## src/design/mem_map_pkg.sv

```systemverilog
package mem_map_pkg;

  ////////////////////
  // Address map
  ////////////////////

  // RAM region base, offsets inside the mask select the word
  localparam logic [31:0] RAM_BASE_ADDR = 32'h4000_0000;
  localparam logic [31:0] RAM_MASK_ADDR = 32'h000f_ffff;

  // Cycle timer words, exact match only
  localparam logic [31:0] TIMER_LO_ADDR = 32'h3000_0000;
  localparam logic [31:0] TIMER_HI_ADDR = 32'h3000_0004;

  ////////////////////
  // RAM sizing
  ////////////////////

  // Number of 32-bit words in the main RAM
  localparam int unsigned RAM_WORDS = 4096;

  // Word index width
  localparam int unsigned RAM_AW = $clog2(RAM_WORDS);

  // Cycles from request start to ready pulse
  // Models slow external memory
  localparam int unsigned RAM_DELAY = 16;

endpackage

```

## src/design/iomem_pkg.sv

```systemverilog
package iomem_pkg;

  ////////////////////
  // Bus payload
  ////////////////////

  // Address and data word of the memory bus
  typedef logic [31:0] word_t;

  // Byte write strobe, bit n enables lane n
  // All zeros marks a read
  typedef logic [3:0] strb_t;

  ////////////////////
  // Decoded target
  ////////////////////

  typedef enum logic [1:0] {
    REG_NONE     = 2'd0,
    REG_RAM      = 2'd1,
    REG_TIMER_LO = 2'd2,
    REG_TIMER_HI = 2'd3
  } region_e;

endpackage

```

## src/design/iomem_req_if.sv

```systemverilog
`timescale 1ns/1ps

// Decoded request as seen by the RAM and the response unit
interface iomem_req_if
  import iomem_pkg::*;
();

  // Request level from the master
  logic    valid;

  // Payload, held stable while valid is high
  strb_t   wstrb;
  word_t   addr;
  word_t   wdata;

  // Target chosen by the decoder
  region_e region;

  // Decoder drives everything
  modport decode (
    output valid,
    output wstrb,
    output addr,
    output wdata,
    output region
  );

  // RAM needs the full request
  modport ram (
    input valid,
    input wstrb,
    input addr,
    input wdata,
    input region
  );

  // Response selection only looks at the target
  modport result (
    input valid,
    input region
  );

endinterface

```

## src/design/addr_decoder.sv

```systemverilog
`timescale 1ns/1ps

module addr_decoder
  import iomem_pkg::*, mem_map_pkg::*;
(
  input  logic  clk_i,
  input  logic  rst_n,

  input  logic  valid_i,
  input  strb_t wstrb_i,
  input  word_t addr_i,
  input  word_t wdata_i,

  iomem_req_if.decode req,

  output logic  first_o
);

  logic    valid_q;
  region_e region;

  ////////////////////
  // Region decode
  ////////////////////

  always_comb begin
    if ((addr_i & ~RAM_MASK_ADDR) == RAM_BASE_ADDR) begin
      region = REG_RAM;
    end else if (addr_i == TIMER_LO_ADDR) begin
      region = REG_TIMER_LO;
    end else if (addr_i == TIMER_HI_ADDR) begin
      region = REG_TIMER_HI;
    end else begin
      region = REG_NONE;
    end
  end

  // Fields pass straight through
  assign req.valid  = valid_i;
  assign req.wstrb  = wstrb_i;
  assign req.addr   = addr_i;
  assign req.wdata  = wdata_i;
  assign req.region = region;

  ////////////////////
  // Start detect
  ////////////////////

  // Last cycle's valid, so a rising level marks a new request
  always_ff @(posedge clk_i) begin
    if (!rst_n) begin
      valid_q <= 1'b0;
    end else begin
      valid_q <= valid_i;
    end
  end

  assign first_o = valid_i & ~valid_q;

endmodule

```

## src/flat_wrapper.sv

```systemverilog
// flat-port wrapper written by rule: the top's interface ports become plain ports
module addr_decoder_flat import iomem_pkg::*, mem_map_pkg::*;
  (clk_i, rst_n, valid_i, wstrb_i, addr_i, wdata_i, first_o, req_valid, req_wstrb, req_addr, req_wdata, req_region);
  iomem_req_if req_i ();
  input  logic clk_i;
  input  logic rst_n;
  input  logic valid_i;
  input  strb_t wstrb_i;
  input  word_t addr_i;
  input  word_t wdata_i;
  output logic first_o;
  output wire logic [$bits(req_i.valid)-1:0] req_valid;
  output wire logic [$bits(req_i.wstrb)-1:0] req_wstrb;
  output wire logic [$bits(req_i.addr)-1:0] req_addr;
  output wire logic [$bits(req_i.wdata)-1:0] req_wdata;
  output wire logic [$bits(req_i.region)-1:0] req_region;
  assign req_valid = req_i.valid;
  assign req_wstrb = req_i.wstrb;
  assign req_addr = req_i.addr;
  assign req_wdata = req_i.wdata;
  assign req_region = req_i.region;
  addr_decoder u_core (.clk_i(clk_i), .rst_n(rst_n), .valid_i(valid_i), .wstrb_i(wstrb_i), .addr_i(addr_i), .wdata_i(wdata_i), .req(req_i), .first_o(first_o));
endmodule
```

## config.mk

```make
export PLATFORM = sky130hd
export DESIGN_NAME = addr_decoder_flat
export DESIGN_NICKNAME = d
export VERILOG_FILES = /design/src/design/mem_map_pkg.sv /design/src/design/iomem_pkg.sv /design/src/design/iomem_req_if.sv /design/src/design/addr_decoder.sv /design/src/flat_wrapper.sv
export SDC_FILE = /design/constraint.sdc
export NUM_CORES = 1
export LEC_CHECK = 0
export ABC_AREA = 1
export BUFFER_PORTS_ARGS = -buffer_cell sky130_fd_sc_hd__buf_4
export CORE_AREA = 2 2 58 54
export DETAILED_ROUTE_END_ITERATION = 10
export DIE_AREA = 0 0 60 56
export GPL_TIMING_DRIVEN = 0
export HOLD_SLACK_MARGIN = 0.1
export PLACE_DENSITY = 0.85
export SYNTH_ARGS = -nofsm -noshare
export SYNTH_HDL_FRONTEND = slang
export SYNTH_SLANG_ARGS = --single-unit
```

## constraint.sdc

```tcl
create_clock -name clk_i -period 1.4 [get_ports clk_i]
set_input_delay 0.14 -clock clk_i [delete_from_list [all_inputs] [get_ports clk_i]]
set_output_delay 0.14 -clock clk_i [all_outputs]
set_load 0.005 [all_outputs]
```

Yosys cells after proc, flatten, opt, wreduce, memory -nomap -nowiden:

Index checks and enable logic that the tools add are counted.

* bits in registers: 1
* bits of input ports: 71

* bitwise operators: 2
* eq/ne operators: 3
* multiplexer cells: 3

Operator list (count)
* $eq A32 B30 Y1 const B: 2
* $eq A12 B11 Y1 const B: 1
* $mux W2: 3
* $and A1 B1 Y1: 1
* $not A1 Y1: 1

Depth between registers and ports, before layout:

Gate-level depths: netlist (run 1).

* depth after elaboration: 4
* depth in mapped cells: 8
* depth with buffers taken out: 8

Worst setup path before layout (run 1):

No wires, ideal clock.

* kind: input to output
* from: in addr_i[21]
* to: out req_region[0]
* slack: 0.616 ns
* stages on the path: 7
* arrival: 0.644 ns
* cells stage by stage: nor2_1 > nand2_1 > nor2_2 > inv_1 > nor2_1 > nand2_1 > nand2_1

* word-level cells in the longest chain between the ends: 4
* elaborated cells on any way between the ends: 6
* classes of those cells: eq/ne: 3; mux: 3

Ends and longest elaborated chain
* from (decl): RTL line flat_wrapper.sv:9 `input word_t addr_i;`
* $eq A32 B30 Y1: RTL line addr_decoder.sv:31 `end else if (addr_i == TIMER_HI_ADDR) begin`
* $mux W2: RTL line addr_decoder.sv:31
* $mux W2: RTL line addr_decoder.sv:29 `end else if (addr_i == TIMER_LO_ADDR) begin`
* $mux W2 (*): RTL line addr_decoder.sv:27 `if ((addr_i & ~RAM_MASK_ADDR) == RAM_BASE_ADDR) begin`
* to (decl): RTL line flat_wrapper.sv:16 `output wire logic [$bits(req_i.region)-1:0] req_region;`

Mark *: on every way between the ends. The rest lies on a longest branch, timed or not.

Final worst setup path (run 1):

Same ends and word-level chain as after synthesis.

==> results of run 1 <==
[final timing paths]
| check | from | to | slack, ns | cells past startpoint |
|---|---|---|---|---|
| max | addr_i[21] | req_region[0] | 0.34 | 9 |
| min | rst_n | u_core.valid_q$_SDFF_PN0_ | 0.33 | 3 |
[kinds of logic after synthesis]
logic type | Yosys count | synth area share
buf+inv | 76 | 0.735
simple gates | 41 | 0.238
flops | 1 | 0.0270
[final cells by class]
type,count,share of cell area
plain buffers,69,0.326
inverters,7,0.0166
repair buffers,106,0.502
well taps,40,0.0315
flip-flops and latches,1,0.0126
multi-input cells,41,0.111
[synth_stat cells]
| master | number |
|---|---|
| nor2_2 | 1 |
| and2_1 | 1 |
| nand4_1 | 1 |
| nor2_1 | 21 |
| nand3_1 | 2 |
| nor3_4 | 1 |
| dfxtp_1 | 1 |
| buf_4 | 69 |
| nand2_1 | 14 |
| inv_1 | 7 |
[tightest hold or removal path, delay by kind of cell]
family,cells,cell delay [ns]
simple gates,1,0.04
buf+inv,2,0.12
[per-layer routing]
metal | global-route usage | routed length, um | vias up
li1 | - | - | 496
met1 | 0.0966 | 661 | 385
met2 | 0.256 | 1300 | 73
met3 | 0.00930 | 305 | 0
met4 | 0 | 0 | 0
met5 | 0 | 0 | -
[report_power, final]
group	internal [mW]	switching, mW
logic	0.309	0.115
clock network	0	0
registers	0.0306	0.000347
==> out/results.tsv, run 1 <==
stage	metric	value	unit
worst_setup_path	crit_family	simple AND/OR/NAND/NOR gates	
worst_setup_path	cpMaxStageDelayCell	nor2_2	
route	via_per_inst	3.61	
global_routing	grt_usage	0.110	
power_and_ir_drop	power_leakage	0.961	nW
timing	final-setup-viol-count	0	
synthesis	seq_area_frac_synth	0.0270	
layout	largest_reg_flops	1	
power_and_ir_drop	power_density	287	nW/um^2
route	drc	0	
worst_setup_path	cp_common_cell	nand2_1	
placed_design	post-place-ws	0.326	ns
worst_setup_path	slowest_delay	0.14	ns
global_routing	antenna_found_initial	0	
timing	layout_setup_ws	0.336	ns
synthesis	synth_nets	189	
worst_setup_path	cp.buffers_inverters	3	
timing	final_max_slew_viol_count	0	
power_and_ir_drop	total_power	455	uW
cts	cts_resized	0	
synthesis	ys_types	10	
global_routing	grt-ovfl-total	0	
timing	rsz0062_at_grt	no	
flow_run	drv_cap	0	
synthesis	synthCells	118	
floorplanning	num_rows	18	
worst_setup_path	crit_type	in2out	
layout	multi_input_area	176	um^2
global_routing	grt_pass1_wl	3110	um
placed_design	portBuffers	106	
layout	nNetsFinal	297	
power_and_ir_drop	peakVddDrop	0.000174	V
placed_design	hpwl	2170	um
layout	regArea	20.0	um^2
timing	hold_viol_final	0	
layout	layout_common_cells	175 x buf_4, 21 x nor2_1, 14 x nand2_1	
placed_design	gp_congestion	0.667	
timing	fin_crit_sh	0.760	
timing	holdWs	0.331	ns
layout	drive_above_1_share	0.790	
layout	nFillCells	261	
worst_setup_path	end_kind	primary output	
layout	fin_util	0.582	
worst_setup_path	crit_arrival	0.92	ns
worst_setup_path	startpoint_type	input port	
cts	clk_pin_slew_worst_paths	0	ns
timing	maxSlewHeadroom	0.903	
cts	cts_hold_buf	0	
route	wl_per_cell	8.58	um
synthesis	synthTopCellsByArea	buf_4 70%, nor2_1 11%, nand2_1 7.1%	
global_routing	grt_pass1_vias	846	
floorplanning	fp.dieH	56	um
synthesis	yosysTopAreaCellShare	0.699	
synthesis	ys_warn_count	0	
layout	reg_top3	u_core.valid_q (1)	
worst_setup_path	cp_max_fo	3	
route	vias	954	
placed_design	numPlacedInstances	264	
placed_design	dpl_cell_area	1590	um^2
route	ant_nets	0	
floorplanning	core_area	2730	um^2
timing	min_period	1.06	ns
layout	design_area	1590	um^2
route	drt-initial-drc-count	14	
route	drt-total-wl	2260	um
layout	top_register	u_core.valid_q	
route	first_pass_iters	3	
synthesis	synth_top_area_cell	buf_4	
layout	area_growth	114	%
run_status	status	finished clean	
timing	fmax	940	MHz
floorplanning	start_util	0.272	
layout	final_common_cell	buf_4	
worst_setup_path	path_cells	buf_4 > nor2_1 > nand2_1 > nor2_2 > inv_1 > nor2_1 > nand2_1 > nand2_1 > buf_4	
timing	worst_slew_pin_slew	0.145	ns
worst_hold_path	hold_path_class	in2reg	
timing	fin_setup_tns	0	ns
floorplanning	die_area	3360	um^2
worst_setup_path	worst_ep_required_time	1.26	ns
layout	insertedDiodeCount	0	
cts	post_cts_buffers	0	
floorplanning	dieWidth	60	um
synthesis	syn_area	741	um^2
floorplanning	io_pins	143	
global_routing	grt_max_degree	4	
layout	instances_no_fill	264	
synthesis	synth.ff_latch_count	1	
synthesis	syn_avg_cell_area	6.28	um^2
Power figures use the tool's default switching activity.
==> inputs of run 2 (changes only) <==
--- a/config.mk
+++ b/config.mk
@@ -5,14 +5,14 @@
 export SDC_FILE = /design/constraint.sdc
 export NUM_CORES = 1
 export LEC_CHECK = 0
-export ABC_AREA = 1
+export ABC_AREA = 0
 export BUFFER_PORTS_ARGS = -buffer_cell sky130_fd_sc_hd__buf_4
-export CORE_AREA = 2 2 58 54
+export CORE_AREA = 2 2 60 56
 export DETAILED_ROUTE_END_ITERATION = 10
-export DIE_AREA = 0 0 60 56
+export DIE_AREA = 0 0 62 58
 export GPL_TIMING_DRIVEN = 0
 export HOLD_SLACK_MARGIN = 0.1
-export PLACE_DENSITY = 0.85
+export PLACE_DENSITY = 0.78
 export SYNTH_ARGS = -nofsm -noshare
 export SYNTH_HDL_FRONTEND = slang
 export SYNTH_SLANG_ARGS = --single-unit
==> constraint.sdc (replaced) <==
create_clock -name clk_i -period 1.1 [get_ports clk_i]
set_input_delay 0.11 -clock clk_i [delete_from_list [all_inputs] [get_ports clk_i]]
set_output_delay 0.11 -clock clk_i [all_outputs]
set_load 0.005 [all_outputs]
==> out/results.tsv, run 2 <==
stage	metric	value	unit
layout	insertedDiodeCount	0	
flow_run	drv_cap	0	
layout	nFillCells	298	
layout	reg_top3	u_core.valid_q (1)	
cts	cts_hold_buf	0	
synthesis	synth.ff_latch_count	1	
route	ant_nets	0	
power_and_ir_drop	power_density	372	nW/um^2
worst_setup_path	cp.buffers_inverters	2	
worst_setup_path	startpoint_type	input port	
cts	post_cts_buffers	0	
global_routing	grt-ovfl-total	0	
floorplanning	start_util	0.229	
synthesis	syn_area	682	um^2
layout	final_common_cell	buf_4	
placed_design	post-place-ws	-0.187	ns
timing	worst_slew_pin_slew	0.198	ns
route	drc	0	
synthesis	synthFlopType	dfxtp_1	
power_and_ir_drop	peakVddDrop	0.000255	V
timing	layout_setup_ws	-0.0792	ns
power_and_ir_drop	power_leakage	0.895	nW
synthesis	synth_edf_count	0	
worst_setup_path	cpMaxStageDelayCell	nor4_4	
global_routing	grt_usage	0.0980	
worst_hold_path	hold_path_class	in2reg	
layout	nNetsFinal	267	
timing	final-setup-viol-count	2	
global_routing	antenna_found_initial	0	
synthesis	async_reset_ff_frac	0	
placed_design	hpwl	2140	um
layout	instances_no_fill	236	
worst_setup_path	end_kind	primary output	
synthesis	yosysTopAreaCellShare	0.760	
route	vias	861	
floorplanning	die_area	3600	um^2
synthesis	yosysMostFrequentCell	buf_4	
synthesis	seq_area_frac_synth	0.0294	
synthesis	synth_top_area_cell	buf_4	
route	drt-initial-drc-count	7	
floorplanning	dieWidth	62	um
timing	maxSlewHeadroom	0.867	
run_status	violations	setup timing	
worst_setup_path	crit_type	in2out	
worst_setup_path	path_cells	buf_8 > nor4_4 > and4_1 > nand4_1 > a21oi_2 > buf_4	
synthesis	synthCells	88	
timing	final_max_slew_viol_count	0	
power_and_ir_drop	total_power	590	uW
timing	min_period	1.18	ns
placed_design	portBuffers	106	
floorplanning	num_rows	19	
worst_setup_path	crit_family	simple AND/OR/NAND/NOR gates	
placed_design	gp_congestion	0.651	
layout	largest_reg_flops	1	
synthesis	ys_types	17	
route	via_per_inst	3.65	
floorplanning	io_pins	143	
timing	rsz0062_at_grt	yes	
synthesis	synthTopCellsByArea	buf_4 76%, nor4_2 3.7%, nor4_4 3.1%	
run_status	status	complete, but fails checks	
layout	area_growth	133	%
global_routing	grt_pass1_vias	731	
layout	layout_common_cells	169 x buf_4, 5 x buf_6, 3 x nor2_1	
worst_setup_path	crit_arrival	1.07	ns
cts	clk_pin_slew_worst_paths	0	ns
synthesis	syn_avg_cell_area	7.75	um^2
worst_setup_path	slowest_delay	0.25	ns
global_routing	grt_pass1_wl	2860	um
worst_setup_path	worst_ep_required_time	0.99	ns
placed_design	numPlacedInstances	236	
floorplanning	fp.dieH	58	um
worst_setup_path	cp_max_fo	2	
route	drt-total-wl	2280	um
route	wl_per_cell	9.64	um
synthesis	ys_top_cells_by_count	69 x buf_4, 3 x nor2_1, 2 x nor4_2	
synthesis	ys_warn_count	0	
timing	fmax	848	MHz
timing	fin_crit_sh	1.07	
timing	fin_setup_tns	-0.0955	ns
global_routing	grt_max_degree	4	
layout	drive_above_1_share	0.943	
timing	holdWs	0.321	ns
timing	hold_viol_final	0	
route	first_pass_iters	2	
floorplanning	core_area	2970	um^2
layout	top_register	u_core.valid_q	
synthesis	synth_nets	159	
-- run 2: changes by cell type in the layout (fill, tap and decap cells not counted), moves of 5 or more --
cell     delta
nor2_1     -18
nand2_1    -13
inv_1       -7
buf_4       -6
buf_6       +5
-- run 2: layout make-up --
class                   instances  area, um^2  share of cell area
well taps                      42        52.6              0.0331
plain buffers                  69         518               0.326
repair buffers                106         822               0.518
multi-input cells              18         174               0.110
flip-flops and latches          1        20.0              0.0126
-- run 2: what timing repair did --
item,4_1_cts,5_1_grt
setup endpoints to repair,2,2
gates resized for setup,4,8
endpoints found under the hold margin,0,0
pin swaps,4,3
-- run 2: power by group --
| group | switching, mW | internal [mW] | total, mW | leakage (nW) |
|---|---|---|---|---|
| logic | 0.148 | 0.403 | 0.551 | 0.887 |
| clock network | 0 | 0 | 0 | 0 |
| registers | 0.000415 | 0.0390 | 0.0394 | 0.00834 |
| total | 0.149 | 0.442 | 0.590 | 0.895 |
-- run 2: worst paths after layout --
check  startpoint                        end  slack, ns  cells after the start
max    addr_i[15]              req_region[0]      -0.08                      6
min         rst_n  u_core.valid_q$_SDFF_PN0_       0.32                      2
-- run 2: per-stage QoR --
step           instance area [um^2]  utilization
2_1_floorplan                   682            -
3_3_place_gp                   1530        0.515
3_5_place_dp                   1530        0.515
4_1_cts                        1550        0.523
5_1_grt                        1590        0.534
6_report                       1590        0.534
-- run 2: cells by family after synthesis --
group / after synthesis / synth area share
AOI/OAI and AO/OA: 1 / 0.00733
and+or+nand+nor: 17 / 0.204
DFF: 1 / 0.0294
buffers and inverters: 69 / 0.760
-- run 2: metal layers --
layer	share of wire	track usage	up-vias
met1	0.29	0.0997	362
met3	0.14	0.00670	0
met2	0.56	0.214	70
met4	0	0	0
met5	0	0	-
li1	-	-	429
==> inputs of run 3 (changes only) <==
--- a/config.mk
+++ b/config.mk
@@ -8,11 +8,13 @@
 export ABC_AREA = 0
 export BUFFER_PORTS_ARGS = -buffer_cell sky130_fd_sc_hd__buf_4
 export CORE_AREA = 2 2 60 56
+export CTS_BUF_LIST = sky130_fd_sc_hd__clkbuf_4 sky130_fd_sc_hd__clkbuf_8 sky130_fd_sc_hd__clkbuf_16
 export DETAILED_ROUTE_END_ITERATION = 10
 export DIE_AREA = 0 0 62 58
 export GPL_TIMING_DRIVEN = 0
 export HOLD_SLACK_MARGIN = 0.1
-export PLACE_DENSITY = 0.78
+export MAX_ROUTING_LAYER = met4
+export PLACE_DENSITY = 0.85
 export SYNTH_ARGS = -nofsm -noshare
 export SYNTH_HDL_FRONTEND = slang
 export SYNTH_SLANG_ARGS = --single-unit
==> out/results.tsv, run 3 (synthesized netlist as in run 2, its figures left out) <==
stage	metric	value	unit
run_status	status	complete, but fails checks	
run_status	violations	setup timing	
floorplanning	start_util	0.229	
timing	fin_setup_tns	-0.0800	ns
route	dr_wl_met3	352	um
global_routing	grt_pass1_vias	775	
power_and_ir_drop	power_density	377	nW/um^2
floorplanning	die_area	3600	um^2
cts	post_cts_buffers	0	
route	vias	883	
timing	final-setup-viol-count	2	
worst_setup_path	path_depth	6	
route	via_per_inst	3.74	
route	drt-initial-drc-count	9	
worst_setup_path	crit_family	simple AND/OR/NAND/NOR gates	
cts	clk_pin_slew_worst_paths	0	ns
route	first_pass_iters	2	
worst_setup_path	cp_max_fo	2	
timing	maxSlewHeadroom	0.860	
flow_run	drv_cap	0	
worst_setup_path	path_cells	buf_6 > nor4b_4 > and4_1 > nand4_1 > a21oi_1 > buf_4	
route	wl_per_cell	10.5	um
layout	nNetsFinal	267	
layout	nFillCells	279	
worst_setup_path	crit_type	in2out	
worst_setup_path	worst_ep_required_time	0.99	ns
layout	area_growth	135	%
layout	drive_above_1_share	0.933	
placed_design	gp_congestion	0.641	
timing	fmax	857	MHz
timing	fin_crit_sh	1.06	
global_routing	grt_usage	0.115	
worst_setup_path	startpoint_type	input port	
floorplanning	io_pins	143	
placed_design	dpl_cell_area	1530	um^2
route	highest_layer	met3	
route	route.met2.wl	1450	um
worst_setup_path	crit_arrival	1.06	ns
layout	layout_common_cells	169 x buf_4, 5 x buf_6, 3 x nor2_1, 3 x nor4_4, 2 x nor4b_4	
layout	fin_util	0.540	
global_routing	grt_pass1_wl	3190	um
global_routing	grt_max_degree	4	
timing	hold_viol_final	0	
floorplanning	core_area	2970	um^2
worst_hold_path	hold_path_class	in2reg	
placed_design	portBuffers	106	
layout	final_common_cell	buf_4	
power_and_ir_drop	peakVddDrop	0.000214	V
route	met1_length	669	um
timing	layout_setup_ws	-0.0663	ns
worst_hold_path	whs_path_depth	2	
layout	design_area	1600	um^2
worst_setup_path	end_kind	primary output	
floorplanning	num_rows	19	
timing	rsz0062_at_grt	yes	
floorplanning	dieWidth	62	um
route	drt-total-wl	2480	um
layout	reg_top3	u_core.valid_q (1)	
worst_setup_path	cp.buffers_inverters	2	
global_routing	grt-ovfl-total	0	
route	ant_nets	0	
worst_setup_path	cpMaxStageDelayCell	nor4b_4	
worst_setup_path	slowest_delay	0.26	ns
layout	top_register	u_core.valid_q	
timing	min_period	1.17	ns
timing	worst_slew_pin_slew	0.209	ns
power_and_ir_drop	power_leakage	0.907	nW
global_routing	antenna_found_initial	0	
layout	insertedDiodeCount	0	
route	drc	0	
layout	largest_reg_flops	1	
placed_design	post-place-ws	-0.167	ns
timing	final_max_slew_viol_count	0	
floorplanning	fp.dieH	58	um
run 3: report_power, final:
group          internal, mW  switching (mW)
Clock                     0               0
Combinational         0.407           0.158
Sequential           0.0390        0.000475
run 3: what timing repair did:
item                                    4_1_cts  5_1_grt
pin swaps                                     8        1
endpoints found under the hold margin         0        0
gates resized for setup                       8        5
hold buffers                                  0        0
endpoints found under the setup margin        2        2
run 3: worst paths after layout:
path | startpoint | end | slack, ns
setup / recovery | addr_i[1] | req_region[0] | -0.07
hold / removal | rst_n | u_core.valid_q$_SDFF_PN0_ | 0.32
run 3: layout make-up:
class / instances / area [um^2] / area share
sequential: 1 / 20.0 / 0.0125
buffer: 69 / 518 / 0.323
timing repair buffer: 106 / 822 / 0.512
tap: 42 / 52.6 / 0.0328
multi-input combinational: 18 / 191 / 0.119
run 3: metrics by stage:
stage | total power [mW] | instances | hold slack [ns]
finish | 0.605 | 236 | 0.323
CTS | 0.599 | 236 | 0.325
global placement | 0.571 | 236 | 0.319
global route | 0.647 | 236 | 0.344
floorplan | 0.258 | 88 | 0.232
detailed placement | 0.582 | 236 | 0.325
run 3: routing by layer:
metal | global-route usage | up-vias
li1 | - | 429
met1 | 0.109 | 382
met2 | 0.246 | 72
met3 | 0.0112 | 0
met4 | 0 | 0
met5 | - | -
