## src/design/iomem_pkg.sv

```systemverilog
package iomem_pkg;

  ////////////////////
  // Bus payload
  ////////////////////

  // Address and data word of the memory bus
  typedef logic [31:0] word_t;

  // Byte write strobe, bit n enables lane n
  // All zeros marks a read
  typedef logic [3:0] strb_t;

  ////////////////////
  // Decoded target
  ////////////////////

  typedef enum logic [1:0] {
    REG_NONE     = 2'd0,
    REG_RAM      = 2'd1,
    REG_TIMER_LO = 2'd2,
    REG_TIMER_HI = 2'd3
  } region_e;

endpackage

```

## src/design/iomem_req_if.sv

```systemverilog
`timescale 1ns/1ps

// Decoded request as seen by the RAM and the response unit
interface iomem_req_if
  import iomem_pkg::*;
();

  // Request level from the master
  logic    valid;

  // Payload, held stable while valid is high
  strb_t   wstrb;
  word_t   addr;
  word_t   wdata;

  // Target chosen by the decoder
  region_e region;

  // Decoder drives everything
  modport decode (
    output valid,
    output wstrb,
    output addr,
    output wdata,
    output region
  );

  // RAM needs the full request
  modport ram (
    input valid,
    input wstrb,
    input addr,
    input wdata,
    input region
  );

  // Response selection only looks at the target
  modport result (
    input valid,
    input region
  );

endinterface

```

## src/design/response_unit.sv

```systemverilog
`timescale 1ns/1ps

module response_unit
  import iomem_pkg::*;
(
  input  logic  clk_i,
  input  logic  rst_n,

  iomem_req_if.result req,

  input  logic  ram_ready_i,
  input  word_t ram_rdata_i,

  output logic  ready_o,
  output word_t rdata_o
);

  logic [63:0] timer_q;
  logic        fast_hit;

  ////////////////////
  // Cycle timer
  ////////////////////

  // Free running, zero in the first cycle out of reset
  always_ff @(posedge clk_i) begin
    if (!rst_n) begin
      timer_q <= '0;
    end else begin
      timer_q <= timer_q + 64'd1;
    end
  end

  ////////////////////
  // Ready
  ////////////////////

  // Timer and unmapped space answer at once
  assign fast_hit = req.valid & (req.region != REG_RAM);

  assign ready_o = ram_ready_i | fast_hit;

  ////////////////////
  // Read data
  ////////////////////

  always_comb begin
    case (req.region)
      REG_RAM:      rdata_o = ram_rdata_i;
      REG_TIMER_LO: rdata_o = timer_q[31:0];
      REG_TIMER_HI: rdata_o = timer_q[63:32];
      // Unmapped reads come back as zero
      default:      rdata_o = '0;
    endcase
  end

endmodule

```

## src/flat_wrapper.sv

```systemverilog
// flat-port wrapper written by rule: the top's interface ports become plain ports
module response_unit_flat import iomem_pkg::*;
  (clk_i, rst_n, ram_ready_i, ram_rdata_i, ready_o, rdata_o, req_valid, req_region);
  iomem_req_if req_i ();
  input  logic clk_i;
  input  logic rst_n;
  input  logic ram_ready_i;
  input  word_t ram_rdata_i;
  output logic ready_o;
  output word_t rdata_o;
  input wire logic [$bits(req_i.valid)-1:0] req_valid;
  input wire logic [$bits(req_i.region)-1:0] req_region;
  assign req_i.valid = req_valid;
  assign req_i.region = req_region;
  response_unit u_core (.clk_i(clk_i), .rst_n(rst_n), .req(req_i), .ram_ready_i(ram_ready_i), .ram_rdata_i(ram_rdata_i), .ready_o(ready_o), .rdata_o(rdata_o));
endmodule
```

## config.mk

```make
export PLATFORM = sky130hd
export DESIGN_NAME = response_unit_flat
export DESIGN_NICKNAME = d
export VERILOG_FILES = /design/src/design/iomem_pkg.sv /design/src/design/iomem_req_if.sv /design/src/design/response_unit.sv /design/src/flat_wrapper.sv
export SDC_FILE = /design/constraint.sdc
export NUM_CORES = 1
export LEC_CHECK = 0
export ABC_AREA = 1
export BUFFER_PORTS_ARGS = -buffer_cell sky130_fd_sc_hd__buf_2
export CELL_PAD_IN_SITES_DETAIL_PLACEMENT = 1
export CELL_PAD_IN_SITES_GLOBAL_PLACEMENT = 1
export CORE_MARGIN = 5
export CORE_UTILIZATION = 40
export CTS_BUF_LIST = sky130_fd_sc_hd__clkbuf_4 sky130_fd_sc_hd__clkbuf_8
export DETAILED_ROUTE_END_ITERATION = 8
export PLACE_DENSITY = 0.93
export RECOVER_POWER = 50
export REMOVE_ABC_BUFFERS = 1
export SLEW_MARGIN = 20
export SYNTH_ARGS = -nofsm -noshare
export SYNTH_HDL_FRONTEND = slang
export SYNTH_SLANG_ARGS = --single-unit
```

## constraint.sdc

```tcl
create_clock -name clk_i -period 1.6 [get_ports clk_i]
set_input_delay 0 -clock clk_i [delete_from_list [all_inputs] [get_ports clk_i]]
set_output_delay 0 -clock clk_i [all_outputs]
set_load 0.005 [all_outputs]
```

After elaboration in Yosys (flattened, before gate mapping)
Cells that the tools add are included.

Output and inout bits: 33. Flip-flop bits (word level): 64. Input port bits: 38. Logic and storage cells: 9.

Add/sub/neg operators: 1. Bitwise logic cells: 2. Equal/unequal tests: 4. Mux-type cells: 1.

Operators with widths (count): 32-bit one-hot mux with 3 select lines (1); 64-bit by 1-bit adder with 64-bit output, second input constant (1); 2-bit == test, second input constant (2); 2-bit by 1-bit == test with 1-bit output, second input constant (1); 2-bit by 1-bit != test with 1-bit output, second input constant (1); 1-bit bitwise AND (1); 1-bit bitwise OR (1).

Logic depth before layout (Yosys ltp)
Gate-level depths: netlist of the first run.

Depth in word-level cells: 3. Depth in mapped cells: 11. Depth with buffers taken out: 11.

Least setup slack after synthesis of the first run
Ideal clock, no wire load.

Path kind: register to register. Start: reg u_core.timer_q[0]. End: reg u_core.timer_q[62]. Arrival time: 1350 ps. Setup slack: 137 ps. Buffers on the path: 0. Data required time: 1487 ps. Stages on the path, launching flop included: 11. Path through: dfxtp_1 ha_1 nand2_2 nor2_8 nand2_2 nor2_4 nand2_1 nor2_1 nand2_1 nand2_1 nor2_1.

Longest elaborated chain between the ends: 1.

Ends and longest elaborated chain: start: declaration (RTL line response_unit.sv:18) `logic [63:0] timer_q;`; start signal: assignment (RTL line response_unit.sv:30) `timer_q <= timer_q + 64'd1;`; 64-bit by 1-bit adder with 64-bit output (RTL line response_unit.sv:30).

No other way between the ends. A chain may end at the register's enable or synchronous reset.

Worst setup path in the final report of the first run
Start: reg u_core.timer_q[2]. End: reg u_core.timer_q[54].

The elaborated chain is that of the path after synthesis.

==> results of run 1 <==
==> worst max-delay path: cells and delay by family (launching register included) <==
family / cells / cell delay (ns)
AND/OR/NAND/NOR: 9 / 1.07
buffers and inverters: 1 / 0.17
flip-flops: 1 / 0.37
==> worst max path at each step <==
stage	startpoint	end	slack [ns]	depth (start not counted)
3_3_place_gp	u_core.timer_q[36]$_SDFF_PN0_	u_core.timer_q[58]$_SDFF_PN0_	-0.17	9
6_report	u_core.timer_q[2]$_SDFF_PN0_	u_core.timer_q[54]$_SDFF_PN0_	-0.13	10
5_1_grt	u_core.timer_q[2]$_SDFF_PN0_	u_core.timer_q[44]$_SDFF_PN0_	-0.17	10
4_1_cts	u_core.timer_q[0]$_SDFF_PN0_	u_core.timer_q[49]$_SDFF_PN0_	-0.03	9
3_5_place_dp	u_core.timer_q[36]$_SDFF_PN0_	u_core.timer_q[50]$_SDFF_PN0_	-0.19	8
2_1_floorplan	u_core.timer_q[0]$_SDFF_PN0_	u_core.timer_q[62]$_SDFF_PN0_	0.14	10
==> through the flow <==
step | util | instance area [µm²]
6_report | 0.576 | 5970
5_1_grt | 0.576 | 5970
4_1_cts | 0.535 | 5550
3_5_place_dp | 0.511 | 5300
3_3_place_gp | 0.511 | 5300
2_1_floorplan | - | 4230
==> cell type report <==
type / count / area [µm²] / area share
Multi-Input combinational cell: 581 / 3040 / 0.509
Sequential cell: 64 / 1340 / 0.225
Timing Repair Buffer: 151 / 973 / 0.163
Inverter: 74 / 278 / 0.0465
Tap cell: 136 / 170 / 0.0285
Clock buffer: 14 / 161 / 0.0270
Clock inverter: 1 / 5.00 / 0.000838
==> report_power, final <==
group	total, mW	switching [mW]	internal (mW)	leakage, nW
Sequential	1.60	0.00920	1.59	0.538
Combinational	0.291	0.176	0.115	1.78
Clock	1.34	0.696	0.641	0.0916
==> timing repair <==
item | 4_1_cts | 5_1_grt
pin swaps | 1 | 22
endpoints found under the hold margin | 0 | 0
endpoints found under the setup margin | 32 | 42
cloned | 0 | 0
resized for setup | 32 | 124
buffers inserted | 1 | 9
==> cells in the final DEF (no fill, tap or decap), types with 4 or more instances in the layout <==
cell,synthesis,layout
nor2_4,7,28
nor2_1,163,117
dfxtp_1,64,24
o21ai_0,17,17
clkbuf_4,0,5
dfxtp_2,0,35
nand2_2,7,27
xor2_1,4,4
nand2_4,5,10
a21oi_1,29,29
o211ai_1,20,20
o221ai_1,11,11
nand2_1,256,230
buf_4,0,79
inv_1,72,70
nand3_1,18,15
dfxtp_4,0,5
o21ai_1,11,10
nor2_2,13,38
clkbuf_8,0,9
buf_2,0,69
inv_2,2,4
nand4_1,9,9
==> cells by family after synthesis <==
logic type,Yosys count,synth area share
simple gates,485,0.483
fa+ha+maj,1,0.00292
buf+inv,88,0.0771
xor+xnor,4,0.00818
compound gates,91,0.129
flops,64,0.299
==> metal layers <==
| metal | share of wire | wire (µm) | vias up |
|---|---|---|---|
| met2 | 0.49 | 10900 | 321 |
| met5 | 0 | 0 | - |
| met3 | 0.065 | 1460 | 102 |
| met1 | 0.39 | 8670 | 2815 |
| li1 | - | - | 2603 |
| met4 | 0.060 | 1350 | 0 |
==> metrics, run 1 <==
Reg-to-Reg End u_core.timer_q[54]$_SDFF_PN0_; CTS tree yes; Crit path largest cell delay 0.37 ns; critical path required time 1.86 ns; drt via density 5.72; Tmin final 1.73 ns; filler cell count 1,452; final hold vios 0; leading cell type by number of instances after synthesis nand2_1; Sinks on Clock Net 64; worst path cell trace buf_4, nand2_4, nor2_8, nand2_4, nor2_4, nand2_2, nor2_2, nand2_1, nand2_1, nor2_1; total wire length 22.4 mm; Synth top cells by count nand2_1 (256), nor2_1 (163), inv_1 (72); Mapped Cells 733; Overflow after GRT 0; PD cells 541 nW/µm²; Slowest-stage cell, CP dfxtp_1; first-pass GRT wire length 30.5 mm; Critical Path End Type flop; total power 3.23 mW; worst hold path stage count 3; cells on worst reg2reg path 10; Die H 113 µm; RSZ-0062 raised after global routing true; worst-path maximum fanout 5; TritonCTS Buffers 9; R2R setup slack -0.13 ns; max_cap viols 0; Clock Latency Late Sink 0.37 ns; met3 usage 0.0366; crit path DAT 1.98 ns; fin cells 1,021; Synth async-reset ratio 0; Fmax 0.579 GHz; largest net degree at the start of global routing 33; initial antenna violation count 0; crit path kind flop to flop; final worst setup slack -0.126 ns; hold buffers post-CTS 0; Post-Syn Area per Cell 5.84 µm²; worst r2r src u_core.timer_q[2]$_SDFF_PN0_; peak supply drop 601 µV; DR iter-0 viols 583; Placement Setup Slack -0.188 ns; period utilization 1.08; Largest regs u_core.timer_q: 64 flops; Syn. warnings 0; H-Tree Level Count 3; area leader, netlist dfxtp_1; synthesized area 4280 µm²; clock slew at reported path FFs 0.08 ns; # diodes 0; count of pins over their slew limit 0; met2 Use GR 0.523; chip width 113 µm; HPWL after DPL 15.5 mm; EDFF count, synth 0; Root Buffer clkbuf_8; num ports 71; failing checks negative setup slack; Most used DFF post-synth dfxtp_1; wire per inst 22.0 µm; Top reg by flops u_core.timer_q; Hold Path Sink u_core.timer_q[58]$_SDFF_PN0_; gr busiest metal met2; deepest clock path buffer count 2; outcome finished with violations; share of layout cells above drive strength 1 0.365; area of the die 12,900 µm²; Least-Margin Pin Slew 0.698 ns; Max Clock Skew 0.0106 ns; CORE AREA 10,400 µm²; vias 5,841; nets 920; CP Launch Type flop; max reg flops 64; setup violators final 14; Seq cells post-synth 64; global placer's final weighted congestion 0.994; Distinct cells, synth 25; number of I/O port buffers 70; Residual DRC 0; Slew headroom 0.534; leakage 2.41 nW; total global-route track usage 0.306; Final Hold Slack 0.0617 ns; post-route ant nets 0; HP Class input port to flop; length of the first detailed-routing pass in iterations 5; Cell Rows 37; area fraction of the dominant cell type after synthesis 0.299; critical hold path startpoint rst_n; sequential area share after synthesis 0.299; Synth area leaders dfxtp_1 (30%), nand2_1 (22%), nor2_1 (14%), inv_1 (6.3%), o211ai_1 (3.5%); number of global-route vias before repair 5,755; Setup TNS Final -0.529 ns; area grow syn2layout 39.5%; Initial Util 0.413; placed cell count 996; grt met1 use 0.377
Note: power is estimated with default switching activity, not from simulation.
==> run 2, diff against run 1 <==
==> constraint.sdc (replaced) <==
create_clock -name clk_i -period 1.6 [get_ports clk_i]
set_input_delay 0.16 -clock clk_i [delete_from_list [all_inputs] [get_ports clk_i]]
set_output_delay 0.16 -clock clk_i [all_outputs]
set_load 0.005 [all_outputs]
==> run 2 against run 1 <==
  * The run still ends with negative setup slack left
  * Core utilization grew 0.78 points
  * Via count is 1.8% higher
  * Clock-buffer cell count down 2
  * Cell count decreased by 0.20%
  * Combinational power is 3% higher
  * Clock power increased by 4%
  * Critical path type unchanged
  * Cell area up 1.4%
  * Register-to-register slack got worse by 0.08 ns
  * Maximum frequency decreased by 4.7%
  * Die area did not move
  * Critical path depth shrank 1
==> metrics, run 2 (same netlist as run 1, synthesis figures left out) <==
Top reg by flops u_core.timer_q (unchanged); largest net degree at the start of global routing 44 (was 33); Crit path largest cell delay 0.40 ns (was 0.37 ns); most frequent cells in the layout nand2_1 (224), nor2_1 (112), buf_4 (76) (was nand2_1 (230), nor2_1 (117), buf_4 (79)); crit path kind flop to flop (unchanged); Reg power frac 0.486 (was 0.496); worst r2r src u_core.timer_q[1]$_SDFF_PN0_ (was u_core.timer_q[2]$_SDFF_PN0_); Fmax 0.552 GHz (was 0.579 GHz); peak supply drop 415 µV (was 601 µV); worst hold path stage count 4 (was 3); Gate power share 0.091 (was 0.090); Critical Path End Type flop (unchanged); HP Class input port to flop (unchanged); setup violators final 15 (was 14); area occupied by multi-input gates 3090 µm² (was 3040 µm²); Clock Power Share 0.423 (was 0.414); CP most frequent cell nand2_4; TritonCTS Buffers 9 (unchanged); max_cap viols 0 (unchanged); final hold vios 0 (unchanged); PD cells 544 nW/µm² (was 541 nW/µm²); hold buffers post-CTS 0 (unchanged); Slowest-stage cell, CP dfxtp_4 (was dfxtp_1); Sinks on Clock Net 64 (unchanged); DR iter-0 viols 516 (was 583); cells on worst reg2reg path 9 (was 10); area of the die 12,900 µm² (unchanged); wire per inst 22.9 µm (was 22.0 µm); deepest clock path buffer count 2 (unchanged); Worst Setup SP u_core.timer_q[1]$_SDFF_PN0_ (was u_core.timer_q[2]$_SDFF_PN0_); initial antenna violation count 0 (unchanged); critical hold path startpoint rst_n (unchanged); failing checks negative setup slack (unchanged); Switching Share 0.285 (was 0.273); Clock Latency Late Sink 0.39 ns (was 0.37 ns); global placer's final weighted congestion 0.991 (was 0.994); Root Buffer clkbuf_8 (unchanged); critical path required time 1.87 ns (was 1.86 ns); chip width 113 µm (unchanged); count of pins over their slew limit 0 (unchanged); fin cells 1,019 (was 1,021); worst-path maximum fanout 5 (unchanged); placed cell count 1,000 (was 996); Least-Margin Pin Slew 0.413 ns (was 0.698 ns); area grow syn2layout 41.4% (was 39.5%); num ports 71 (unchanged); Die H 113 µm (unchanged); CTS tree yes (unchanged); CORE AREA 10,400 µm² (unchanged); total global-route track usage 0.320 (was 0.306); HPWL after DPL 15.8 mm (was 15.5 mm); worst path cell trace ha_4, nand2_4, nor2_8, nand2_4, nor2_8, nand2_4, o21ai_1, nand2_1, nor2_1 (was buf_4, nand2_4, nor2_8, nand2_4, nor2_4, nand2_2, nor2_2, nand2_1, nand2_1, nor2_1); Max Clock Skew 0.0228 ns (was 0.0106 ns); Residual DRC 0 (unchanged); clock slew at reported path FFs 0.10 ns (was 0.08 ns); total wire length 23.3 mm (was 22.4 mm); Overflow after GRT 0 (unchanged); Tmin final 1.81 ns (was 1.73 ns); drt via density 5.83 (was 5.72); outcome finished with violations (unchanged); Final Util 0.584 (was 0.576); H-Tree Level Count 3 (unchanged); Sw Pwr 0.938 mW (was 0.881 mW); Largest regs u_core.timer_q: 64 flops (unchanged); post-route ant nets 0 (unchanged); Cell Rows 37 (unchanged); vias 5,944 (was 5,841); nets 920 (unchanged); commonest non-fill, non-tap cell in the layout nand2_1 (unchanged); Initial Util 0.413 (unchanged); Register Area 1350 µm² (was 1340 µm²); length of the first detailed-routing pass in iterations 6 (was 5); max reg flops 64 (unchanged); number of I/O port buffers 70 (unchanged); first-pass GRT wire length 32.0 mm (was 30.5 mm); Setup TNS Final -0.855 ns (was -0.529 ns); # diodes 0 (unchanged); CP Launch Type flop (unchanged); number of global-route vias before repair 6,007 (was 5,755); CP Depth 9 (was 10); Top delay family on crit path simple AND/OR/NAND/NOR gates (unchanged); share of layout cells above drive strength 1 0.384 (was 0.365); crit path DAT 2.08 ns (was 1.98 ns); buffers and inverters on the worst path 0 (was 1); Int Pwr 2.36 mW (was 2.35 mW); RSZ-0062 raised after global routing true (unchanged); filler cell count 1,424 (was 1,452); Slew headroom 0.722 (was 0.534); final worst setup slack -0.211 ns (was -0.126 ns); leakage 2.47 nW (was 2.41 nW); period utilization 1.13 (was 1.08)
[run 2: cell types whose count changed in the layout (fill, tap and decap cells not counted), sizes merged]
| cell | delta |
|---|---|
| clkbuf | -3 |
| buf | +1 |
[run 2: metrics by stage]
step | worst slack (ns) | cell area, µm² | power (mW) | hold slack [ns]
CTS | -0.0590 | 5620 | 3.23 | 0.252
finish | -0.211 | 6050 | 3.29 | 0.220
floorplan | 0.141 | 4230 | 1.74 | 0.253
global route | -0.304 | 6050 | 3.38 | 0.234
detailed placement | -0.147 | 5350 | 1.92 | 0.484
global placement | -0.141 | 5350 | 1.90 | 0.441
[run 2: power groups by stage]
stage,Clock [mW],Combinational (mW),Sequential [mW]
6_report,1.39,0.301,1.60
5_1_grt,1.45,0.326,1.60
4_1_cts,1.34,0.284,1.61
3_5_place_dp,0,0.282,1.64
3_3_place_gp,0,0.262,1.64
2_1_floorplan,0,0.104,1.64
[run 2: final timing paths]
kind	endpoint	slack [ns]
min	u_core.timer_q[1]$_SDFF_PN0_	0.22
max reg2reg	u_core.timer_q[40]$_SDFF_PN0_	-0.21
min reg2reg	u_core.timer_q[0]$_SDFF_PN0_	0.47
max	u_core.timer_q[40]$_SDFF_PN0_	-0.21
[run 2: final cells by class]
class | instances | area share
multi-input cells | 581 | 0.510
flip-flops and latches | 64 | 0.224
repair buffers | 151 | 0.166
inverters | 74 | 0.0459
well taps | 136 | 0.0281
clock buffers | 12 | 0.0262
clock inverters | 1 | 0.000827
[run 2: metal layers]
| metal | vias up | GRT usage | wire length, µm |
|---|---|---|---|
| met4 | 0 | 0.141 | 1620 |
| met3 | 121 | 0.0706 | 2040 |
| li1 | 2609 | - | - |
| met2 | 349 | 0.563 | 11000 |
| met5 | - | 0 | 0 |
| met1 | 2865 | 0.372 | 8630 |
[run 2: tightest hold or removal path, stage by stage]
cell and delay, ns:
buf_2 0.12, buf_12 0.18, nand2_1 0.08, inv_1 0.03
[run 2: repair_timing]
| item | 4_1_cts | 5_1_grt |
|---|---|---|
| gates resized for setup | 38 | 142 |
| pin swaps | 4 | 31 |
| setup buffers | 1 | 5 |
| setup endpoints to repair | 40 | 43 |
==> run 3, diff against run 2 <==
Settings changed: ABC_AREA 1 to not set, CORE_UTILIZATION 40 to 43, PLACE_DENSITY 0.93 to 0.92.
==> run 3 against run 2 <==
  * The flow now stops in 5_1_grt
  * Synthesized cell count fell by 41%
  * Synthesized area fell by 13%
==> metrics, run 3 <==
deepest clock path buffer count 2 (unchanged); TritonCTS Buffers 9 (unchanged); Cell Rows 34 (was 37); Error [ERROR DPL-0033] detailed placement checks failed during check placement.; H-Tree Level Count 3 (unchanged); num ports 71 (unchanged); HPWL after DPL 10.8 mm (was 15.8 mm); Initial Util 0.435 (was 0.413); largest net degree at the start of global routing 63; area fraction of the dominant cell type after synthesis 0.343 (was 0.299); global placer's final weighted congestion 0.838 (was 0.991); Synth async-reset ratio 0 (unchanged); Mapped Cells 432 (was 733); Distinct cells, synth 41 (was 25); area leader, netlist dfxtp_1 (unchanged); Most used DFF post-synth dfxtp_1 (unchanged); Synth top cells by count dfxtp_1 (64), nor2_1 (45), mux2_2 (32) (was nand2_1 (256), nor2_1 (163), inv_1 (72)); Synth area leaders dfxtp_1 (34%), mux2_2 (9.6%), a22o_1 (7.3%), xor2_1 (4.9%), nor2_1 (4.5%) (was dfxtp_1 (30%), nand2_1 (22%), nor2_1 (14%), inv_1 (6.3%), o211ai_1 (3.5%)); sequential area share after synthesis 0.343 (was 0.299); Seq cells post-synth 64 (unchanged); Sinks on Clock Net 64 (unchanged); Post-Syn Area per Cell 8.65 µm² (was 5.84 µm²); outcome stopped before the end (was finished with violations); Exit stage 5_1_grt; leading cell type by number of instances after synthesis dfxtp_1 (was nand2_1); synthesized area 3740 µm² (was 4280 µm²); chip width 103 µm (was 113 µm); number of I/O port buffers 70 (unchanged); hold buffers post-CTS 0 (unchanged); Placement Setup Slack -0.468 ns (was -0.147 ns); Die H 103 µm (was 113 µm); initial antenna violation count 2; kind of the worst endpoint register input; Syn. warnings 0 (unchanged); worst setup endpoint GRT u_core.timer_q[42]$_SDFF_PN0_/D; Root Buffer clkbuf_8 (unchanged); EDFF count, synth 0 (unchanged)
## run 3: kinds of logic after synthesis
kind of cell	after synthesis	share of synthesized area
mux	32	0.0964
flops	64	0.343
simple gates	184	0.290
xor+xnor	35	0.0820
buf+inv	29	0.0321
fa+ha+maj	1	0.00335
compound gates	87	0.153
## run 3: metrics by stage
step | std cells | cell area, µm²
3_3_place_gp | 701 | 5040
2_1_floorplan | 408 | 3640
4_1_cts | 747 | 5850
3_5_place_dp | 701 | 5040
## run 3: what timing repair did
action	in CTS
setup endpoints to repair	54
pin swaps	62
gates resized for setup	109
gates cloned	1
buffers inserted	29
==> run 4, diff against run 3 <==
Settings changed: CELL_PAD_IN_SITES_DETAIL_PLACEMENT 1 to not set, CELL_PAD_IN_SITES_GLOBAL_PLACEMENT 1 to not set, CORE_UTILIZATION 43 to 40, CTS_BUF_LIST sky130_fd_sc_hd__clkbuf_4 sky130_fd_sc_hd__clkbuf_8 to not set, PLACE_DENSITY 0.92 to not set, PLACE_DENSITY_LB_ADDON set to 0.15.
==> run 4 against run 3 <==
  * The flow now finishes, with violations (negative setup slack)
  * Synthesized area is the same
  * Synthesized cell count is the same
==> metrics, run 4 <==
outcome finished with violations (was stopped before the end); failing checks negative setup slack; simple-gate portion of the synthesized area 0.290 (unchanged); Synth async-reset ratio 0 (unchanged); placed cell count 699 (was 701); Residual DRC 0; EDFF count, synth 0 (unchanged); Clock Latency Late Sink 0.34 ns; setup violators final 44; drt via density 5.47; # diodes 0; max reg flops 64; initial antenna violation count 0; commonest non-fill, non-tap cell in the layout buf_4; mux contribution to synthesized area 0.0964 (unchanged); Post-Syn Area per Cell 8.65 µm² (unchanged); Sinks on Clock Net 64 (unchanged); H-Tree Level Count 3 (unchanged); Placement Setup Slack -0.425 ns (was -0.468 ns); sequential area share after synthesis 0.343 (unchanged); Post-Route M1 WL 5.31 mm; xor-xnor portion of the synthesized cell area 0.0820 (unchanged); count of pins over their slew limit 0; Initial Util 0.407 (was 0.435); number of I/O port buffers 70 (unchanged); Max Clock Skew 0.00650 ns; worst-path maximum fanout 4; number of global-route vias before repair 3,923; Least-Margin Pin Slew 0.379 ns; synthesized area 3740 µm² (unchanged); peak supply drop 470 µV; crit path DAT 2.25 ns; HPWL after DPL 8.53 mm (was 10.8 mm); CP Launch Type flop; clock slew at reported path FFs 0.07 ns; RSZ-0062 raised after global routing true; DR iter-0 viols 183; nets 659; Final Hold Slack 0.0594 ns; length of the first detailed-routing pass in iterations 4; Most used DFF post-synth dfxtp_1 (unchanged); wire length on met3 593 µm; Top Layer Used met4; total global-route track usage 0.206; Root Buffer clkbuf_8 (unchanged); chip width 107 µm (was 103 µm); worst path cell trace nand4_1, nor4_2, buf_4, nand4_4, or4_1, a21oi_1; area leader, netlist dfxtp_1 (unchanged); hold buffers post-CTS 0 (unchanged); Tmin final 1.98 ns; final hold vios 0; Sw Pwr 0.786 mW; leading cell type by number of instances after synthesis dfxtp_1 (unchanged); deepest clock path buffer count 2 (unchanged); vias 4,023; area fraction of the dominant cell type after synthesis 0.343 (unchanged); CORE AREA 9200 µm²; Gate power share 0.092; leakage 2.48 nW; Syn. warnings 0 (unchanged); Synth top cells by count dfxtp_1 (64), nor2_1 (45), mux2_2 (32) (unchanged); num ports 71 (unchanged); Clock Power Share 0.429; Int Pwr 2.56 mW; Switching Share 0.235; PD cells 578 nW/µm²; Reg power frac 0.479; Seq cells post-synth 64 (unchanged); max_cap viols 0; fin cells 736; Synth Area in Adders 0.00335 (unchanged); Fmax 0.504 GHz; HP Class input port to flop; Die H 107 µm (was 103 µm); Top reg by flops u_core.timer_q; CTS tree yes; Mapped Cells 432 (unchanged); complex-gate fraction of the synthesized area 0.153 (unchanged); global placer's final weighted congestion 0.818 (was 0.838); area grow syn2layout 54.8%; Crit path largest cell delay 0.54 ns; total power 3.35 mW; Slew headroom 0.747; area of the die 11,400 µm²; filler cell count 809; TritonCTS Buffers 9 (unchanged); Overflow after GRT 0; Synth area leaders dfxtp_1 (34%), mux2_2 (9.6%), a22o_1 (7.3%), xor2_1 (4.9%), nor2_1 (4.5%) (unchanged); share of layout cells above drive strength 1 0.544; largest net degree at the start of global routing 45; met2 wire len 6.06 mm; Cell Rows 35 (was 34); worst r2r src u_core.timer_q[26]$_SDFF_PN0_; Largest regs u_core.timer_q: 64 flops; critical hold path startpoint rst_n; critical path required time 1.87 ns; post-route ant nets 0; Slowest-stage cell, CP or4_1; first-pass GRT wire length 18.9 mm; total wire length 12.1 mm; Final Util 0.629; final worst setup slack -0.384 ns; most frequent cells in the layout buf_4 (109), buf_2 (70), nor2_1 (42); wire per inst 16.5 µm; Worst Setup SP u_core.timer_q[26]$_SDFF_PN0_; largest family of logic cells by synthesized area simple AND/OR/NAND/NOR gates (unchanged); Distinct cells, synth 41 (unchanged); period utilization 1.24; Critical Path End Type flop; crit path kind flop to flop
run 4: cell counts after synthesis:
Identical to the previous run, type by type.
run 4: critical path: cells and delay by family (launching register included):
family | cells | cell delay, ns
buf+inv | 1 | 0.17
flops | 1 | 0.33
simple gates | 4 | 1.24
compound gates | 1 | 0.17
run 4: stage by stage:
stage,cell area [µm²],TNS (ns)
global placement,5000,-7.89
floorplan,3640,-18.00
global route,5790,-12.74
CTS,5500,-5.68
detailed placement,5000,-10.57
finish,5790,-8.42
run 4: per-layer routing:
metal	vias to the layer above	GRT usage
met3	20	0.0325
met4	0	0.0703
met1	1922	0.261
met5	-	0
li1	1983	-
met2	98	0.355
run 4: repair_timing:
item	CTS	global route
pin swaps	41	48
gates cloned	1	0
endpoints found under the setup margin	50	55
setup buffers	16	10
gates resized for setup	58	55
run 4: path summary, 6_finish.rpt:
| check | cells past startpoint | slack (ns) | end |
|---|---|---|---|
| max reg2reg | 6 | -0.38 | u_core.timer_q[56]$_SDFF_PN0_ |
| min reg2reg | 2 | 0.49 | u_core.timer_q[63]$_SDFF_PN0_ |
| max | 6 | -0.38 | u_core.timer_q[56]$_SDFF_PN0_ |
| min | 2 | 0.06 | u_core.timer_q[39]$_SDFF_PN0_ |
run 4: power by group through the flow:
stage	Sequential (mW)	Combinational (mW)	Clock, mW
floorplan	1.64	0.124	0
global placement	1.64	0.297	0
detailed placement	1.64	0.302	0
CTS	1.60	0.307	1.45
global route	1.60	0.335	1.53
finish	1.60	0.307	1.44
run 4: cell type report:
type / count / area [µm²] / share of cell area
clock buffer: 13 / 159 / 0.0275
timing repair buffer: 201 / 1470 / 0.254
inverter: 5 / 18.8 / 0.00324
sequential: 64 / 1320 / 0.228
multi-input combinational: 339 / 2640 / 0.456
tap: 111 / 139 / 0.0240
clock inverter: 3 / 40.0 / 0.00692
run 4: kinds of logic after synthesis:
kind of cell / count (synthesis)
AND/OR/NAND/NOR: 184
AO/OA/AOI/OAI: 87
flip-flops: 64
XOR/XNOR: 35
multiplexers: 32
buffers and inverters: 29
adder cells (fa/ha/maj): 1
